[src/cpuOpcodesPkg.sv]
// CPU instruction encodings
package cpuOpcodesPkg;

	// Instruction byte fields
	localparam int OpcodeWidth = 5;   // OpcodeCondIn[7:3]
	localparam int BranchWidth = 3;   // OpcodeCondIn[2:0]

	// Status register layout
	localparam int FlagWidth = 4;
	localparam int FlagZ = 0;   // Zero
	localparam int FlagC = 1;   // Carry
	localparam int FlagV = 2;   // Overflow
	localparam int FlagN = 3;   // Negative

	typedef enum logic [OpcodeWidth-1:0] {
		ADD,
		ADDI,
		ADDIB,
		ADC,
		ADCI,
		SUB,
		SUBI,
		SUBIB,
		SUC,
		SUCI,
		NEG,
		CMP,
		CMPI,
		AND,
		OR,
		XOR,
		NAND,
		NOR,
		NOT,
		LSL,
		LSR,
		ASR,
		LUI,   // Load upper immediate
		LLI,   // Load lower immediate
		LDW,
		STW,
		BRANCH,   // Condition in low bits
		INTCTL    // Interrupt control group
	} opcode_t;

	// Branch conditions, low three bits of the instruction byte
	typedef enum logic [BranchWidth-1:0] {
		BR,
		BNE,
		BE,
		BLT,
		BGE,
		BWL,   // Branch with link
		RET,
		JMP
	} branch_t;

	// Interrupt control codes reuse the condition field
	localparam branch_t IntEnableCode = branch_t'(3'd1);
	localparam branch_t IntDisableCode = branch_t'(3'd2);

endpackage

[src/cpuControlPkg.sv]
// Control unit sequencing and select types
package cpuControlPkg;

	// Major state
	typedef enum logic [1:0] {
		Fetch,
		Execute,
		Interrupt
	} state_t;

	typedef enum logic [2:0] {
		Cycle0,
		Cycle1,
		Cycle2,   // Bus data cycle, stretched by nWait
		Cycle3,
		Cycle4    // Execute of single-cycle ops
	} subCycle_t;

	// Datapath selects
	typedef enum logic {Op1Rd1, Op1Pc} op1Sel_t;
	typedef enum logic [1:0] {Op2Imm, Op2Rd2, Op2Zero} op2Sel_t;
	typedef enum logic {ImmLong, ImmShort} immSel_t;
	typedef enum logic [1:0] {NoOverride, AddOverride, SubOverride} aluOr_t;
	typedef enum logic [1:0] {Pc1, PcAluOut, PcSysbus, PcInt} pcSel_t;
	typedef enum logic {LrSys, LrPc} lrSel_t;
	typedef enum logic [1:0] {Rs1Ra, Rs1Rd, Rs1Sp} rs1Sel_t;
	typedef enum logic [1:0] {RwRd, RwRa, RwSp} rwSel_t;
	typedef enum logic {WdAlu, WdSys} wdSel_t;

	// Memory bus strobes
	typedef struct packed {
		logic ALE;     // Address latch enable
		logic nME;     // Memory select, active low
		logic nOE;
		logic nWE;
		logic MemEn;
		logic ENB;     // Bus to datapath buffer
		logic IrWe;    // Instruction register load
	} memCtrl_t;

	typedef struct packed {
		logic AluEn;
		logic AluWe;
		op1Sel_t Op1Sel;
		op2Sel_t Op2Sel;
		immSel_t ImmSel;
		aluOr_t AluOr;
	} aluCtrl_t;

	typedef struct packed {
		logic RegWe;
		rs1Sel_t Rs1Sel;
		rwSel_t RwSel;
		wdSel_t WdSel;
	} regCtrl_t;

	typedef struct packed {
		logic PcEn;
		logic PcWe;
		pcSel_t PcSel;
	} pcCtrl_t;

	// Link register
	typedef struct packed {
		logic LrEn;
		logic LrWe;
		lrSel_t LrSel;
	} linkCtrl_t;

	typedef struct packed {
		state_t State;
		subCycle_t SubCycle;
	} seqState_t;

endpackage

[src/irqSync.sv]
// Interrupt request synchronizer
`timescale 1ns/10ps

module irqSync #(
	parameter int IrqSyncStages = 2
) (
	input logic Clock,
	input logic nReset,
	input logic nIRQ,
	input logic IntEnable,
	input logic IntDisable,
	output logic IntReq
);

	logic [IrqSyncStages-1:0] irqPipe;   // Bit 0 sees the pin first
	logic intEnabled;

	always_ff @(posedge Clock or negedge nReset) begin
		if (!nReset) begin
			irqPipe <= '0;
			intEnabled <= 1'b0;
			IntReq <= 1'b0;
		end else begin
			irqPipe <= {irqPipe[IrqSyncStages-2:0], ~nIRQ};
			if (IntDisable) begin   // Entry sequence masks further requests
				intEnabled <= 1'b0;
			end else if (IntEnable) begin
				intEnabled <= 1'b1;
			end
			IntReq <= irqPipe[IrqSyncStages-1] & intEnabled;
		end
	end

endmodule

[src/statusFlags.sv]
// Status register and branch conditions
`timescale 1ns/10ps

module statusFlags (
	input logic Clock,
	input logic nReset,
	input logic StatusRegWe,
	input logic [cpuOpcodesPkg::FlagWidth-1:0] Flags,
	input cpuOpcodesPkg::branch_t Branch,
	output logic [cpuOpcodesPkg::FlagWidth-1:0] StatusReg,
	output logic BranchTaken
);

	logic zeroFlag;
	logic signMismatch;   // N xor V, signed less than

	always_ff @(posedge Clock or negedge nReset) begin
		if (!nReset) begin
			StatusReg <= '0;
		end else if (StatusRegWe) begin
			StatusReg <= Flags;   // ALU flags of the current op
		end
	end

	assign zeroFlag = StatusReg[cpuOpcodesPkg::FlagZ];
	assign signMismatch = StatusReg[cpuOpcodesPkg::FlagN] ^ StatusReg[cpuOpcodesPkg::FlagV];

	always_comb begin
		case (Branch)
			cpuOpcodesPkg::BR,
			cpuOpcodesPkg::BWL: begin
				BranchTaken = 1'b1;
			end
			cpuOpcodesPkg::BNE: begin
				BranchTaken = ~zeroFlag;
			end
			cpuOpcodesPkg::BE: begin
				BranchTaken = zeroFlag;
			end
			cpuOpcodesPkg::BLT: begin
				BranchTaken = signMismatch;
			end
			cpuOpcodesPkg::BGE: begin
				BranchTaken = ~signMismatch;
			end
			default: begin
				BranchTaken = 1'b0;   // RET and JMP are not conditional
			end
		endcase
	end

endmodule

[src/controlSequencer.sv]
// Major state and sub-cycle sequencer
`timescale 1ns/10ps

module controlSequencer (
	input logic Clock,
	input logic nReset,
	input logic nWait,
	input logic IntReq,
	input logic MultiCycle,
	output cpuControlPkg::seqState_t Seq
);

	cpuControlPkg::seqState_t nextSeq;
	cpuControlPkg::seqState_t instrDone;   // Target once an instruction completes
	logic inExecute;

	assign inExecute = (Seq.State == cpuControlPkg::Execute);

	always_comb begin
		instrDone.SubCycle = cpuControlPkg::Cycle0;
		if (IntReq) begin
			instrDone.State = cpuControlPkg::Interrupt;
		end else begin
			instrDone.State = cpuControlPkg::Fetch;
		end
	end

	always_comb begin
		nextSeq = Seq;
		case (Seq.SubCycle)
			cpuControlPkg::Cycle0: nextSeq.SubCycle = cpuControlPkg::Cycle1;
			cpuControlPkg::Cycle1: nextSeq.SubCycle = cpuControlPkg::Cycle2;
			cpuControlPkg::Cycle2: begin
				// Bus cycles hold here, interrupt entry never waits
				if (nWait || Seq.State == cpuControlPkg::Interrupt) begin
					nextSeq.SubCycle = cpuControlPkg::Cycle3;
				end
			end
			cpuControlPkg::Cycle3: begin
				if (Seq.State == cpuControlPkg::Fetch) begin
					nextSeq = '{cpuControlPkg::Execute, cpuControlPkg::Cycle4};
				end else if (inExecute) begin
					nextSeq = instrDone;   // End of LDW or STW
				end else begin
					nextSeq.SubCycle = cpuControlPkg::Cycle4;
				end
			end
			cpuControlPkg::Cycle4: begin
				if (inExecute && MultiCycle) begin
					nextSeq.SubCycle = cpuControlPkg::Cycle0;   // On to the bus access
				end else if (inExecute) begin
					nextSeq = instrDone;
				end else begin
					nextSeq = '{cpuControlPkg::Fetch, cpuControlPkg::Cycle0};
				end
			end
			default: nextSeq = '{cpuControlPkg::Fetch, cpuControlPkg::Cycle0};
		endcase
	end

	always_ff @(posedge Clock or negedge nReset) begin
		if (!nReset) begin
			Seq <= '{cpuControlPkg::Fetch, cpuControlPkg::Cycle0};
		end else begin
			Seq <= nextSeq;
		end
	end

endmodule

[src/controlDecoder.sv]
// Control word decoder
`timescale 1ns/10ps

module controlDecoder (
	input cpuControlPkg::seqState_t Seq,
	input cpuOpcodesPkg::opcode_t Opcode,
	input cpuOpcodesPkg::branch_t Branch,
	input logic BranchTaken,
	output cpuControlPkg::memCtrl_t Mem,
	output cpuControlPkg::aluCtrl_t Alu,
	output cpuControlPkg::regCtrl_t Reg,
	output cpuControlPkg::pcCtrl_t Pc,
	output cpuControlPkg::linkCtrl_t Link,
	output logic StatusRegWe,
	output logic IntEnable,
	output logic IntDisable,
	output logic MultiCycle
);

	always_comb begin
		// Idle bus, memory deselected
		Mem = '{ALE: 1'b0, nME: 1'b1, nOE: 1'b0, nWE: 1'b0,
			MemEn: 1'b0, ENB: 1'b0, IrWe: 1'b0};
		Alu = '{AluEn: 1'b0, AluWe: 1'b0, Op1Sel: cpuControlPkg::Op1Rd1,
			Op2Sel: cpuControlPkg::Op2Imm, ImmSel: cpuControlPkg::ImmLong,
			AluOr: cpuControlPkg::NoOverride};
		Reg = '{RegWe: 1'b0, Rs1Sel: cpuControlPkg::Rs1Ra, RwSel: cpuControlPkg::RwRd,
			WdSel: cpuControlPkg::WdAlu};
		Pc = '{PcEn: 1'b0, PcWe: 1'b0, PcSel: cpuControlPkg::Pc1};
		Link = '{LrEn: 1'b0, LrWe: 1'b0, LrSel: cpuControlPkg::LrSys};
		StatusRegWe = 1'b0;
		IntEnable = 1'b0;
		IntDisable = 1'b0;
		MultiCycle = 1'b0;

		case (Seq.State)
			cpuControlPkg::Fetch: begin
				Mem.nWE = 1'b1;
				case (Seq.SubCycle)
					cpuControlPkg::Cycle0: begin
						Mem.ALE = 1'b1;   // PC out as address
						Mem.nOE = 1'b1;
						Pc.PcEn = 1'b1;
					end
					cpuControlPkg::Cycle1: begin
						Mem.nME = 1'b0;
						Mem.nOE = 1'b1;
						Mem.MemEn = 1'b1;
						Pc.PcEn = 1'b1;
					end
					cpuControlPkg::Cycle2: begin
						Mem.nME = 1'b0;
						Mem.MemEn = 1'b1;
						Mem.ENB = 1'b1;
						Mem.IrWe = 1'b1;   // Instruction latched each wait cycle
					end
					cpuControlPkg::Cycle3: Pc.PcEn = 1'b1;
					default: ;
				endcase
			end

			cpuControlPkg::Execute: begin
				case (Seq.SubCycle)
					cpuControlPkg::Cycle4: begin
						// Operand routing
						case (Opcode)
							cpuOpcodesPkg::ADD, cpuOpcodesPkg::SUB, cpuOpcodesPkg::CMP,
							cpuOpcodesPkg::AND, cpuOpcodesPkg::OR, cpuOpcodesPkg::XOR,
							cpuOpcodesPkg::NAND, cpuOpcodesPkg::NOR: begin
								Alu.Op2Sel = cpuControlPkg::Op2Rd2;
							end
							cpuOpcodesPkg::ADDI, cpuOpcodesPkg::SUBI, cpuOpcodesPkg::CMPI,
							cpuOpcodesPkg::LSL, cpuOpcodesPkg::LSR, cpuOpcodesPkg::ASR: begin
								Alu.ImmSel = cpuControlPkg::ImmShort;
							end
							cpuOpcodesPkg::ADDIB, cpuOpcodesPkg::SUBIB: begin
								Reg.Rs1Sel = cpuControlPkg::Rs1Rd;   // Byte immediate into Rd
							end
							default: ;
						endcase

						case (Opcode)
							cpuOpcodesPkg::ADD, cpuOpcodesPkg::ADDI, cpuOpcodesPkg::ADDIB,
							cpuOpcodesPkg::ADC, cpuOpcodesPkg::ADCI, cpuOpcodesPkg::SUB,
							cpuOpcodesPkg::SUBI, cpuOpcodesPkg::SUBIB, cpuOpcodesPkg::SUC,
							cpuOpcodesPkg::SUCI, cpuOpcodesPkg::NEG, cpuOpcodesPkg::AND,
							cpuOpcodesPkg::OR, cpuOpcodesPkg::XOR, cpuOpcodesPkg::NAND,
							cpuOpcodesPkg::NOR, cpuOpcodesPkg::NOT, cpuOpcodesPkg::LSL,
							cpuOpcodesPkg::LSR, cpuOpcodesPkg::ASR: begin
								Pc.PcEn = 1'b1;
								Pc.PcWe = 1'b1;
								Reg.RegWe = 1'b1;
								StatusRegWe = 1'b1;
							end
							cpuOpcodesPkg::CMP, cpuOpcodesPkg::CMPI: begin
								Pc.PcEn = 1'b1;
								Pc.PcWe = 1'b1;
								StatusRegWe = 1'b1;   // Flags only
							end
							cpuOpcodesPkg::LUI, cpuOpcodesPkg::LLI: begin
								Alu.AluEn = 1'b1;
								Reg.Rs1Sel = cpuControlPkg::Rs1Rd;
								Reg.RegWe = 1'b1;
								Pc.PcWe = 1'b1;
							end
							cpuOpcodesPkg::LDW, cpuOpcodesPkg::STW: begin
								Alu.AluEn = 1'b1;   // Address computed ahead of the bus cycle
								Alu.AluWe = 1'b1;
								Alu.ImmSel = cpuControlPkg::ImmShort;
								MultiCycle = 1'b1;
							end
							cpuOpcodesPkg::BRANCH: begin
								Pc.PcWe = 1'b1;
								case (Branch)
									cpuOpcodesPkg::RET: begin
										Link.LrEn = 1'b1;   // Return address via system bus
										Pc.PcSel = cpuControlPkg::PcSysbus;
									end
									cpuOpcodesPkg::JMP: begin
										Alu.ImmSel = cpuControlPkg::ImmShort;
										Pc.PcSel = cpuControlPkg::PcAluOut;
									end
									default: begin
										Alu.AluEn = 1'b1;   // PC relative target
										Alu.Op1Sel = cpuControlPkg::Op1Pc;
										if (BranchTaken) begin
											Pc.PcSel = cpuControlPkg::PcAluOut;
											if (Branch == cpuOpcodesPkg::BWL) begin
												Link.LrWe = 1'b1;
												Link.LrSel = cpuControlPkg::LrPc;
											end
										end
									end
								endcase
							end
							cpuOpcodesPkg::INTCTL: begin
								Pc.PcEn = 1'b1;   // Other codes just step the PC
								Pc.PcWe = 1'b1;
								IntEnable = (Branch == cpuOpcodesPkg::IntEnableCode);
								IntDisable = (Branch == cpuOpcodesPkg::IntDisableCode);
							end
							default: ;
						endcase
					end
					cpuControlPkg::Cycle0: begin
						Mem.ALE = 1'b1;   // Address from ALU register
						Mem.nOE = 1'b1;
						Mem.nWE = 1'b1;
						Alu.AluEn = 1'b1;
						Alu.ImmSel = cpuControlPkg::ImmShort;
					end
					cpuControlPkg::Cycle1: begin
						Mem.nME = 1'b0;
						Mem.nOE = 1'b1;
						Mem.nWE = 1'b1;
						Mem.MemEn = (Opcode == cpuOpcodesPkg::LDW);
						Alu.AluEn = 1'b1;
						Alu.AluWe = 1'b1;   // Rd passes through to the ALU register
						Alu.Op2Sel = cpuControlPkg::Op2Zero;
						Reg.Rs1Sel = cpuControlPkg::Rs1Rd;
					end
					cpuControlPkg::Cycle2: begin
						Mem.nME = 1'b0;
						if (Opcode == cpuOpcodesPkg::LDW) begin
							Mem.nWE = 1'b1;
							Mem.MemEn = 1'b1;
							Mem.ENB = 1'b1;
							Reg.RegWe = 1'b1;   // Load data from the bus
							Reg.WdSel = cpuControlPkg::WdSys;
						end else begin
							Mem.nOE = 1'b1;
							Alu.AluEn = 1'b1;   // Store data on the bus
							Alu.Op2Sel = cpuControlPkg::Op2Zero;
						end
					end
					cpuControlPkg::Cycle3: begin
						Pc.PcWe = 1'b1;   // Single cycle, PC steps once per access
						if (Opcode == cpuOpcodesPkg::LDW) begin
							Mem.nWE = 1'b1;
							Pc.PcEn = 1'b1;
						end else begin
							Mem.nOE = 1'b1;   // nWE low is the write strobe
							Alu.AluEn = 1'b1;
							Alu.Op2Sel = cpuControlPkg::Op2Zero;
						end
					end
					default: ;
				endcase
			end

			cpuControlPkg::Interrupt: begin
				case (Seq.SubCycle)
					cpuControlPkg::Cycle0: begin
						IntDisable = 1'b1;
						Alu.AluEn = 1'b1;   // Decrement SP
						Alu.AluWe = 1'b1;
						Alu.Op2Sel = cpuControlPkg::Op2Zero;
						Alu.AluOr = cpuControlPkg::SubOverride;
						Reg.Rs1Sel = cpuControlPkg::Rs1Sp;
						Reg.RwSel = cpuControlPkg::RwSp;
						Reg.RegWe = 1'b1;
					end
					cpuControlPkg::Cycle1: begin
						Mem.ALE = 1'b1;
						Mem.nOE = 1'b1;
						Mem.nWE = 1'b1;
						Alu.AluEn = 1'b1;
						Alu.Op2Sel = cpuControlPkg::Op2Zero;
						Alu.AluOr = cpuControlPkg::SubOverride;
						Reg.Rs1Sel = cpuControlPkg::Rs1Sp;
					end
					cpuControlPkg::Cycle2: begin
						Mem.nME = 1'b0;
						Mem.nOE = 1'b1;
						Mem.nWE = 1'b1;
						Alu.AluEn = 1'b1;
						Alu.Op2Sel = cpuControlPkg::Op2Zero;
					end
					cpuControlPkg::Cycle3: begin
						Mem.nME = 1'b0;   // Write of the return address
						Mem.nOE = 1'b1;
						Pc.PcEn = 1'b1;
					end
					cpuControlPkg::Cycle4: begin
						Mem.nOE = 1'b1;
						Pc.PcEn = 1'b1;
						Pc.PcWe = 1'b1;
						Pc.PcSel = cpuControlPkg::PcInt;   // Jump to the vector
					end
					default: ;
				endcase
			end

			default: ;
		endcase
	end

endmodule

[src/controlUnit.sv]
// Processor control unit
`timescale 1ns/10ps

module controlUnit #(
	parameter int IrqSyncStages = 2
) (
	input logic Clock,
	input logic nReset,
	input logic nIRQ,
	input logic nWait,
	input logic [7:0] OpcodeCondIn,
	input logic [cpuOpcodesPkg::FlagWidth-1:0] Flags,
	output cpuControlPkg::memCtrl_t Mem,
	output cpuControlPkg::aluCtrl_t Alu,
	output cpuControlPkg::regCtrl_t Reg,
	output cpuControlPkg::pcCtrl_t Pc,
	output cpuControlPkg::linkCtrl_t Link,
	output logic [cpuOpcodesPkg::FlagWidth-1:0] StatusReg
);

	cpuOpcodesPkg::opcode_t Opcode;
	cpuOpcodesPkg::branch_t Branch;
	cpuControlPkg::seqState_t Seq;
	logic StatusRegWe;
	logic IntEnable;
	logic IntDisable;
	logic MultiCycle;
	logic BranchTaken;
	logic IntReq;

	// Instruction byte fields
	assign Opcode = cpuOpcodesPkg::opcode_t'(
		OpcodeCondIn[cpuOpcodesPkg::BranchWidth +: cpuOpcodesPkg::OpcodeWidth]);
	assign Branch = cpuOpcodesPkg::branch_t'(OpcodeCondIn[cpuOpcodesPkg::BranchWidth-1:0]);

	irqSync #(
		.IrqSyncStages(IrqSyncStages)
	) irqUnit (
		.Clock(Clock),
		.nReset(nReset),
		.nIRQ(nIRQ),
		.IntEnable(IntEnable),
		.IntDisable(IntDisable),
		.IntReq(IntReq)
	);

	statusFlags statusUnit (
		.Clock(Clock),
		.nReset(nReset),
		.StatusRegWe(StatusRegWe),
		.Flags(Flags),
		.Branch(Branch),
		.StatusReg(StatusReg),
		.BranchTaken(BranchTaken)
	);

	controlSequencer sequencer (
		.Clock(Clock),
		.nReset(nReset),
		.nWait(nWait),
		.IntReq(IntReq),
		.MultiCycle(MultiCycle),
		.Seq(Seq)
	);

	controlDecoder decoder (
		.Seq(Seq),
		.Opcode(Opcode),
		.Branch(Branch),
		.BranchTaken(BranchTaken),
		.Mem(Mem),
		.Alu(Alu),
		.Reg(Reg),
		.Pc(Pc),
		.Link(Link),
		.StatusRegWe(StatusRegWe),
		.IntEnable(IntEnable),
		.IntDisable(IntDisable),
		.MultiCycle(MultiCycle)
	);

endmodule

[config.mk]
export PLATFORM = sky130hd
export DESIGN_NAME = controlUnit
export DESIGN_NICKNAME = d
export VERILOG_FILES = /design/src/cpuOpcodesPkg.sv /design/src/cpuControlPkg.sv /design/src/irqSync.sv /design/src/statusFlags.sv /design/src/controlSequencer.sv /design/src/controlDecoder.sv /design/src/controlUnit.sv
export SDC_FILE = /design/constraint.sdc
export NUM_CORES = 1
export LEC_CHECK = 0
export ABC_AREA = 0
export ABC_CLOCK_PERIOD_IN_PS = 3150
export BUFFER_PORTS_ARGS = -buffer_cell sky130_fd_sc_hd__buf_2
export CAP_MARGIN = 10
export CORE_MARGIN = 2
export CORE_UTILIZATION = 43
export DETAILED_ROUTE_END_ITERATION = 7
export PLACE_DENSITY = 0.71
export SKIP_LAST_GASP = 1
export SYNTH_ARGS = -nofsm -noshare
export SYNTH_HDL_FRONTEND = slang
export SYNTH_HIERARCHICAL = 1
export SYNTH_SLANG_ARGS = --single-unit
[constraint.sdc]
create_clock -name Clock -period 3.15 [get_ports Clock]
set_clock_uncertainty 0.05 [all_clocks]
set_input_delay 0.315 -clock Clock [delete_from_list [all_inputs] [get_ports Clock]]
set_output_delay 0.315 -clock Clock [all_outputs]
set_load 0.02 [all_outputs]
### Word level (Yosys, flattened, before mapping)

Index checks and enable logic that the tools add are counted.

| cells by class | value |
|---|---|
| equal/unequal tests | 43 |
| multiplexer cells | 92 |
| bitwise gates (word level) | 6 |
| reduce and logical (&&, ||, !) cells | 27 |

Operator list:

| cell | count |
|---|---|
| $eq 5x5->1 const B | 12 |
| $mux 1 | 44 |
| $reduce_or 22->1 | 2 |
| $eq 5x4->1 const B | 8 |
| $mux 2 | 15 |
| $reduce_or 26->1 | 1 |
| $mux 3 | 8 |
| $reduce_or 23->1 | 1 |
| $eq 5x3->1 const B | 4 |
| $pmux 2 s2 | 5 |
| $pmux 2 s3 | 3 |
| $reduce_or 2->1 | 9 |
| $pmux 1 s2 | 8 |
| $eq 3x3->1 const B | 5 |
| $pmux 3 s5 | 1 |
| $eq 3x2->1 const B | 4 |
| $pmux 3 s2 | 2 |
| $pmux 4 s3 | 1 |
| $eq 5x2->1 const B | 2 |
| $mux 5 | 2 |
| $reduce_or 4->1 | 2 |
| $reduce_or 8->1 | 1 |
| $eq 3x1->1 const B | 2 |
| $logic_not 3->1 | 2 |
| other kinds (18) | 24 |

| storage, ports and cells | value |
|---|---|
| register bits | 13 |
| input bits | 16 |

### Longest topological paths before layout

| depth | value |
|---|---|
| word-level depth | 8 |
| depth in mapped cells | 9 |

### Cells and area by module

The synthesis kept the hierarchy.

Modules (own cells, without submodules):

| module | times used | cells an instance | area an instance (um^2) |
|---|---|---|---|
| controlDecoder | 1 | 150 | 890.9 |
| controlSequencer | 1 | 27 | 255.2 |
| statusFlags | 1 | 15 | 192.7 |
| irqSync | 1 | 7 | 120.1 |

### Worst setup path before layout

No wires, ideal clock.

| timing path | value |
|---|---|
| path kind | reg-to-output |
| from | register sequencer/Seq[4] (netlist name) |
| to | output port Link[1] (netlist bit) |
| arrival time | 2041 ps |
| required time | 2785 ps |
| slack | 744 ps |
| stages on the path, launching flop included | 8 |
| path buffers | 2 |
| cells stage by stage | dfrtp_1 inv_1 ha_1 buf_2 nand3_1 nand2b_1 nor3_1 buf_4 |

RTL lines:

| item | line | RTL |
|---|---|---|
| end: declaration | controlUnit.sv:17 | `output cpuControlPkg::linkCtrl_t Link,` |

==> run_results.csv <==
group,metric,value,unit
run_status,status,"finished clean",
synth,synthTopCellsByArea,"dfrtp_1 (22%), nand2_1 (5.4%), a21oi_1 (4.8%)",
timing,finalSetupTns,0,ns
clock_network,h-tree-depth,1,
routing,drcViolationCount,0,
timing,slew_violations,0,
timing,hold_viol_final,0,
floorplan,rows,21,
routing,met3_wirelength,234,µm
setup_path,worstReg2RegStart,"sequencer/Seq[1]$_DFFE_PN0P_",
placed_design,routabilityCongestion,0.844,
floorplan,core,3280,µm²
floorplan,design.die.area,3870,µm²
layout,postLayoutCellArea,1730,µm²
synth,yosysSeqAreaShare,22.3,%
setup_path,slowest_stage,"dfrtp_1",
global_routing,antenna_found_initial,0,
layout,diodes,0,
hold_path,min_path_type,"primary input to flop",
synth,synth_flop_cell,"dfrtp_1",
layout,area_growth,18.4,%
placed_design,port_buffers,45,
setup_path,cpPeakStageDelay,0.49,ns
routing,first_pass_iters,4,
global_routing,grt_pass1_vias,1349,
synth,synth-edff-count,0,
routing,initialDrtViolationCount,166,
layout,nFillCells,337,
placed_design,dp_cells,278,
routing,vias,1587,
hold_path,min-delay-start,"nIRQ",
placed_design,place_area,1690,µm²
routing,top_layer_used,"met3",
setup_path,critPathKind,"flop to output pin",
timing,period_minus_slack,2.72,ns
clock_network,root_buffer,"clkbuf_4",
routing,routed_wl,3640,µm
timing,setup_viol,0,
setup_path,cp-end-kind,"output pin",
routing,ant_nets,0,
setup_path,arrival,2.35,ns
hold_path,hold_end,"irqUnit/irqPipe[0]$_DFF_PN0_",
routing,wl_per_cell,12.8,µm
synth,ys_top_cells_by_count,"nand2_1 (21), nor2_1 (17), a21oi_1 (14)",
hold_path,min_path_cells,2,
clock_network,cts_tree,"built",
timing,slew_headroom,55.6,%
floorplan,die_h,62.2,µm
setup_path,cp.depth,7,
synth,postSynthCellCount,199,
clock_network,clk_latency,0.26,ns
synth,ys_types,51,
synth,synth_top_area_share,22.3,%
pwr,p_leak,0.778,nW
floorplan,die_w,62.2,µm
global_routing,grt_overflow,0,
synth,avgSynthCellArea,7.33,µm²
synth,ys_seq_elements,13,
floorplan,boundaryPins,48,
clock_network,cts_buffers,3,
setup_path,critPathTopFamily,"simple AND/OR/NAND/NOR gates",
placed_design,dp_hpwl,2600,µm
clock_network,clkSinkCount,13,
routing,met1Wirelength,1700,µm
setup_path,r2r_slack,0.69,ns
clock_network,post-cts-setup-buffer-count,0,
floorplan,start_util,44.4,%
run,drv_cap,0,
timing,finalCritPeriodShare,86.2,%
routing,viasPerCell,5.61,
clock_network,cts.path.max_buffers,2,
synth,yosysWarnings,6,
pwr,power_density,743,nW/µm²
timing,worst_pin_slew,0.666,ns
global_routing,grt_pass1_wl,6010,µm
setup_path,setup.worst_path.start_class,"flop",
synth,netlist_area,1460,µm²
setup_path,crit_buf_inv,2,
synth,async_flop_share,100,%
setup_path,required,2.78,ns
layout,layout.nets,258,
timing,fmax,368,MHz
layout,final_cells,283,
setup_path,rr_endpoint,"sequencer/Seq[3]$_DFFE_PN0P_",
global_routing,grtUsageTotal,17.9,%
pwr,ir_drop,0.342,mV
synth,synth_most_common_cell,"nand2_1",
setup_path,crit_fanout,11,
timing,rsz0062_at_grt,"false",
clock_network,clkTransAtPathRegs,0.07,ns
setup_path,crit_chain,"inv_1 -> ha_1 -> nor2b_1 -> nand2_1 -> or2_0 -> a31oi_1 -> buf_2",
global_routing,grt_start_max_net_pins,30,
synth,yosys.area.top_type,"dfrtp_1",
layout,layout-drive-gt1-share,24.1,%
setup_path,reg2reg_depth,7,
routing,dr_wl_met2,1700,µm
==> worst reg2reg max path, cell delays in order (launching register included) <==
cell and delay [ns]:
dfrtp_1 0.63, nor2_1 0.48, nand3_1 0.25, nor3_1 0.28, or3b_1 0.37, a21oi_1 0.15, o21ai_1 0.08, o31ai_1 0.07
==> layer usage <==
layer / vias to the layer above / track usage [%]
li1: 794 / -
met1: 730 / 25.6
met2: 63 / 29.1
met3: 0 / 1.63
met4: 0 / 4.17
met5: - / 0
==> worst max-delay path by stage <==
stage	from	endpoint
after floorplan	sequencer/Seq[4]$_DFFE_PN0P_	Link[1]
after global placement	sequencer/Seq[1]$_DFFE_PN0P_	Pc[3]
after detailed placement	sequencer/Seq[1]$_DFFE_PN0P_	Pc[3]
after CTS	sequencer/Seq[4]$_DFFE_PN0P_	Pc[3]
after global routing	sequencer/Seq[4]$_DFFE_PN0P_	Pc[3]
final	sequencer/Seq[4]$_DFFE_PN0P_	Pc[3]
==> metrics by stage <==
step           hold slack (ns)  power, mW  setup slack [ns]  util, %
2_1_floorplan          -0.0306      0.934             0.744        -
3_3_place_gp             0.164       1.17             0.794     51.5
3_5_place_dp             0.166       1.17             0.773     51.5
4_1_cts                  0.119       1.28             0.458     52.6
5_1_grt                  0.120       1.39             0.275     52.6
6_report                 0.130       1.28             0.434     52.6
==> power breakdown <==
group          internal [mW]  switching (mW)
Sequential             0.218          0.0900
Clock                 0.0489          0.0501
Combinational          0.319           0.557
==> cell type report <==
cell class,instances,area (µm²),area share (%)
clock buffer,4,26.3,1.52
sequential,13,325,18.8
inverter,7,26.3,1.52
timing repair buffer,48,250,14.5
tap,46,57.6,3.33
multi-input combinational,165,1040,60.3
==> timing repair <==
| action | in CTS | in global routing |
|---|---|---|
| setup endpoints to repair | 0 | 0 |
| endpoints found under the hold margin | 13 | 0 |
| gates resized for setup | 0 | 0 |
| hold buffers | 1 | 0 |
==> sequential cells by signal, summed over array words and instances (netlist names) <==
| register | cells |
|---|---|
| sequencer/Seq | 5 |
| statusUnit/StatusReg | 4 |
| irqUnit/irqPipe | 2 |
| irqUnit/IntReq | 1 |
| irqUnit/intEnabled | 1 |
==> placed cells by master (no fill, tap or decap), drive strengths merged, types with 7 or more instances in the layout <==
| master | instances |
|---|---|
| a21oi | 14 |
| buf | 47 |
| dfrtp | 13 |
| inv | 7 |
| nand2 | 21 |
| nor2 | 17 |
| nor2b | 10 |
| nor3 | 11 |
| o21ai | 10 |
==> cells by family (layout without fill, tap and decap cells) <==
kind of cell,after synthesis,in the layout,share of synthesized area [%]
AND/OR/NAND/NOR,93,93,34.7
AO/OA/AOI/OAI,56,56,25.7
buffers and inverters,22,59,6.60
flip-flops,13,13,22.3
multiplexers,6,6,4.63
adder cells (fa/ha/maj),4,4,3.43
XOR/XNOR,4,4,2.40
other,1,2,0.257
Note: power is estimated with default switching activity, not from simulation.
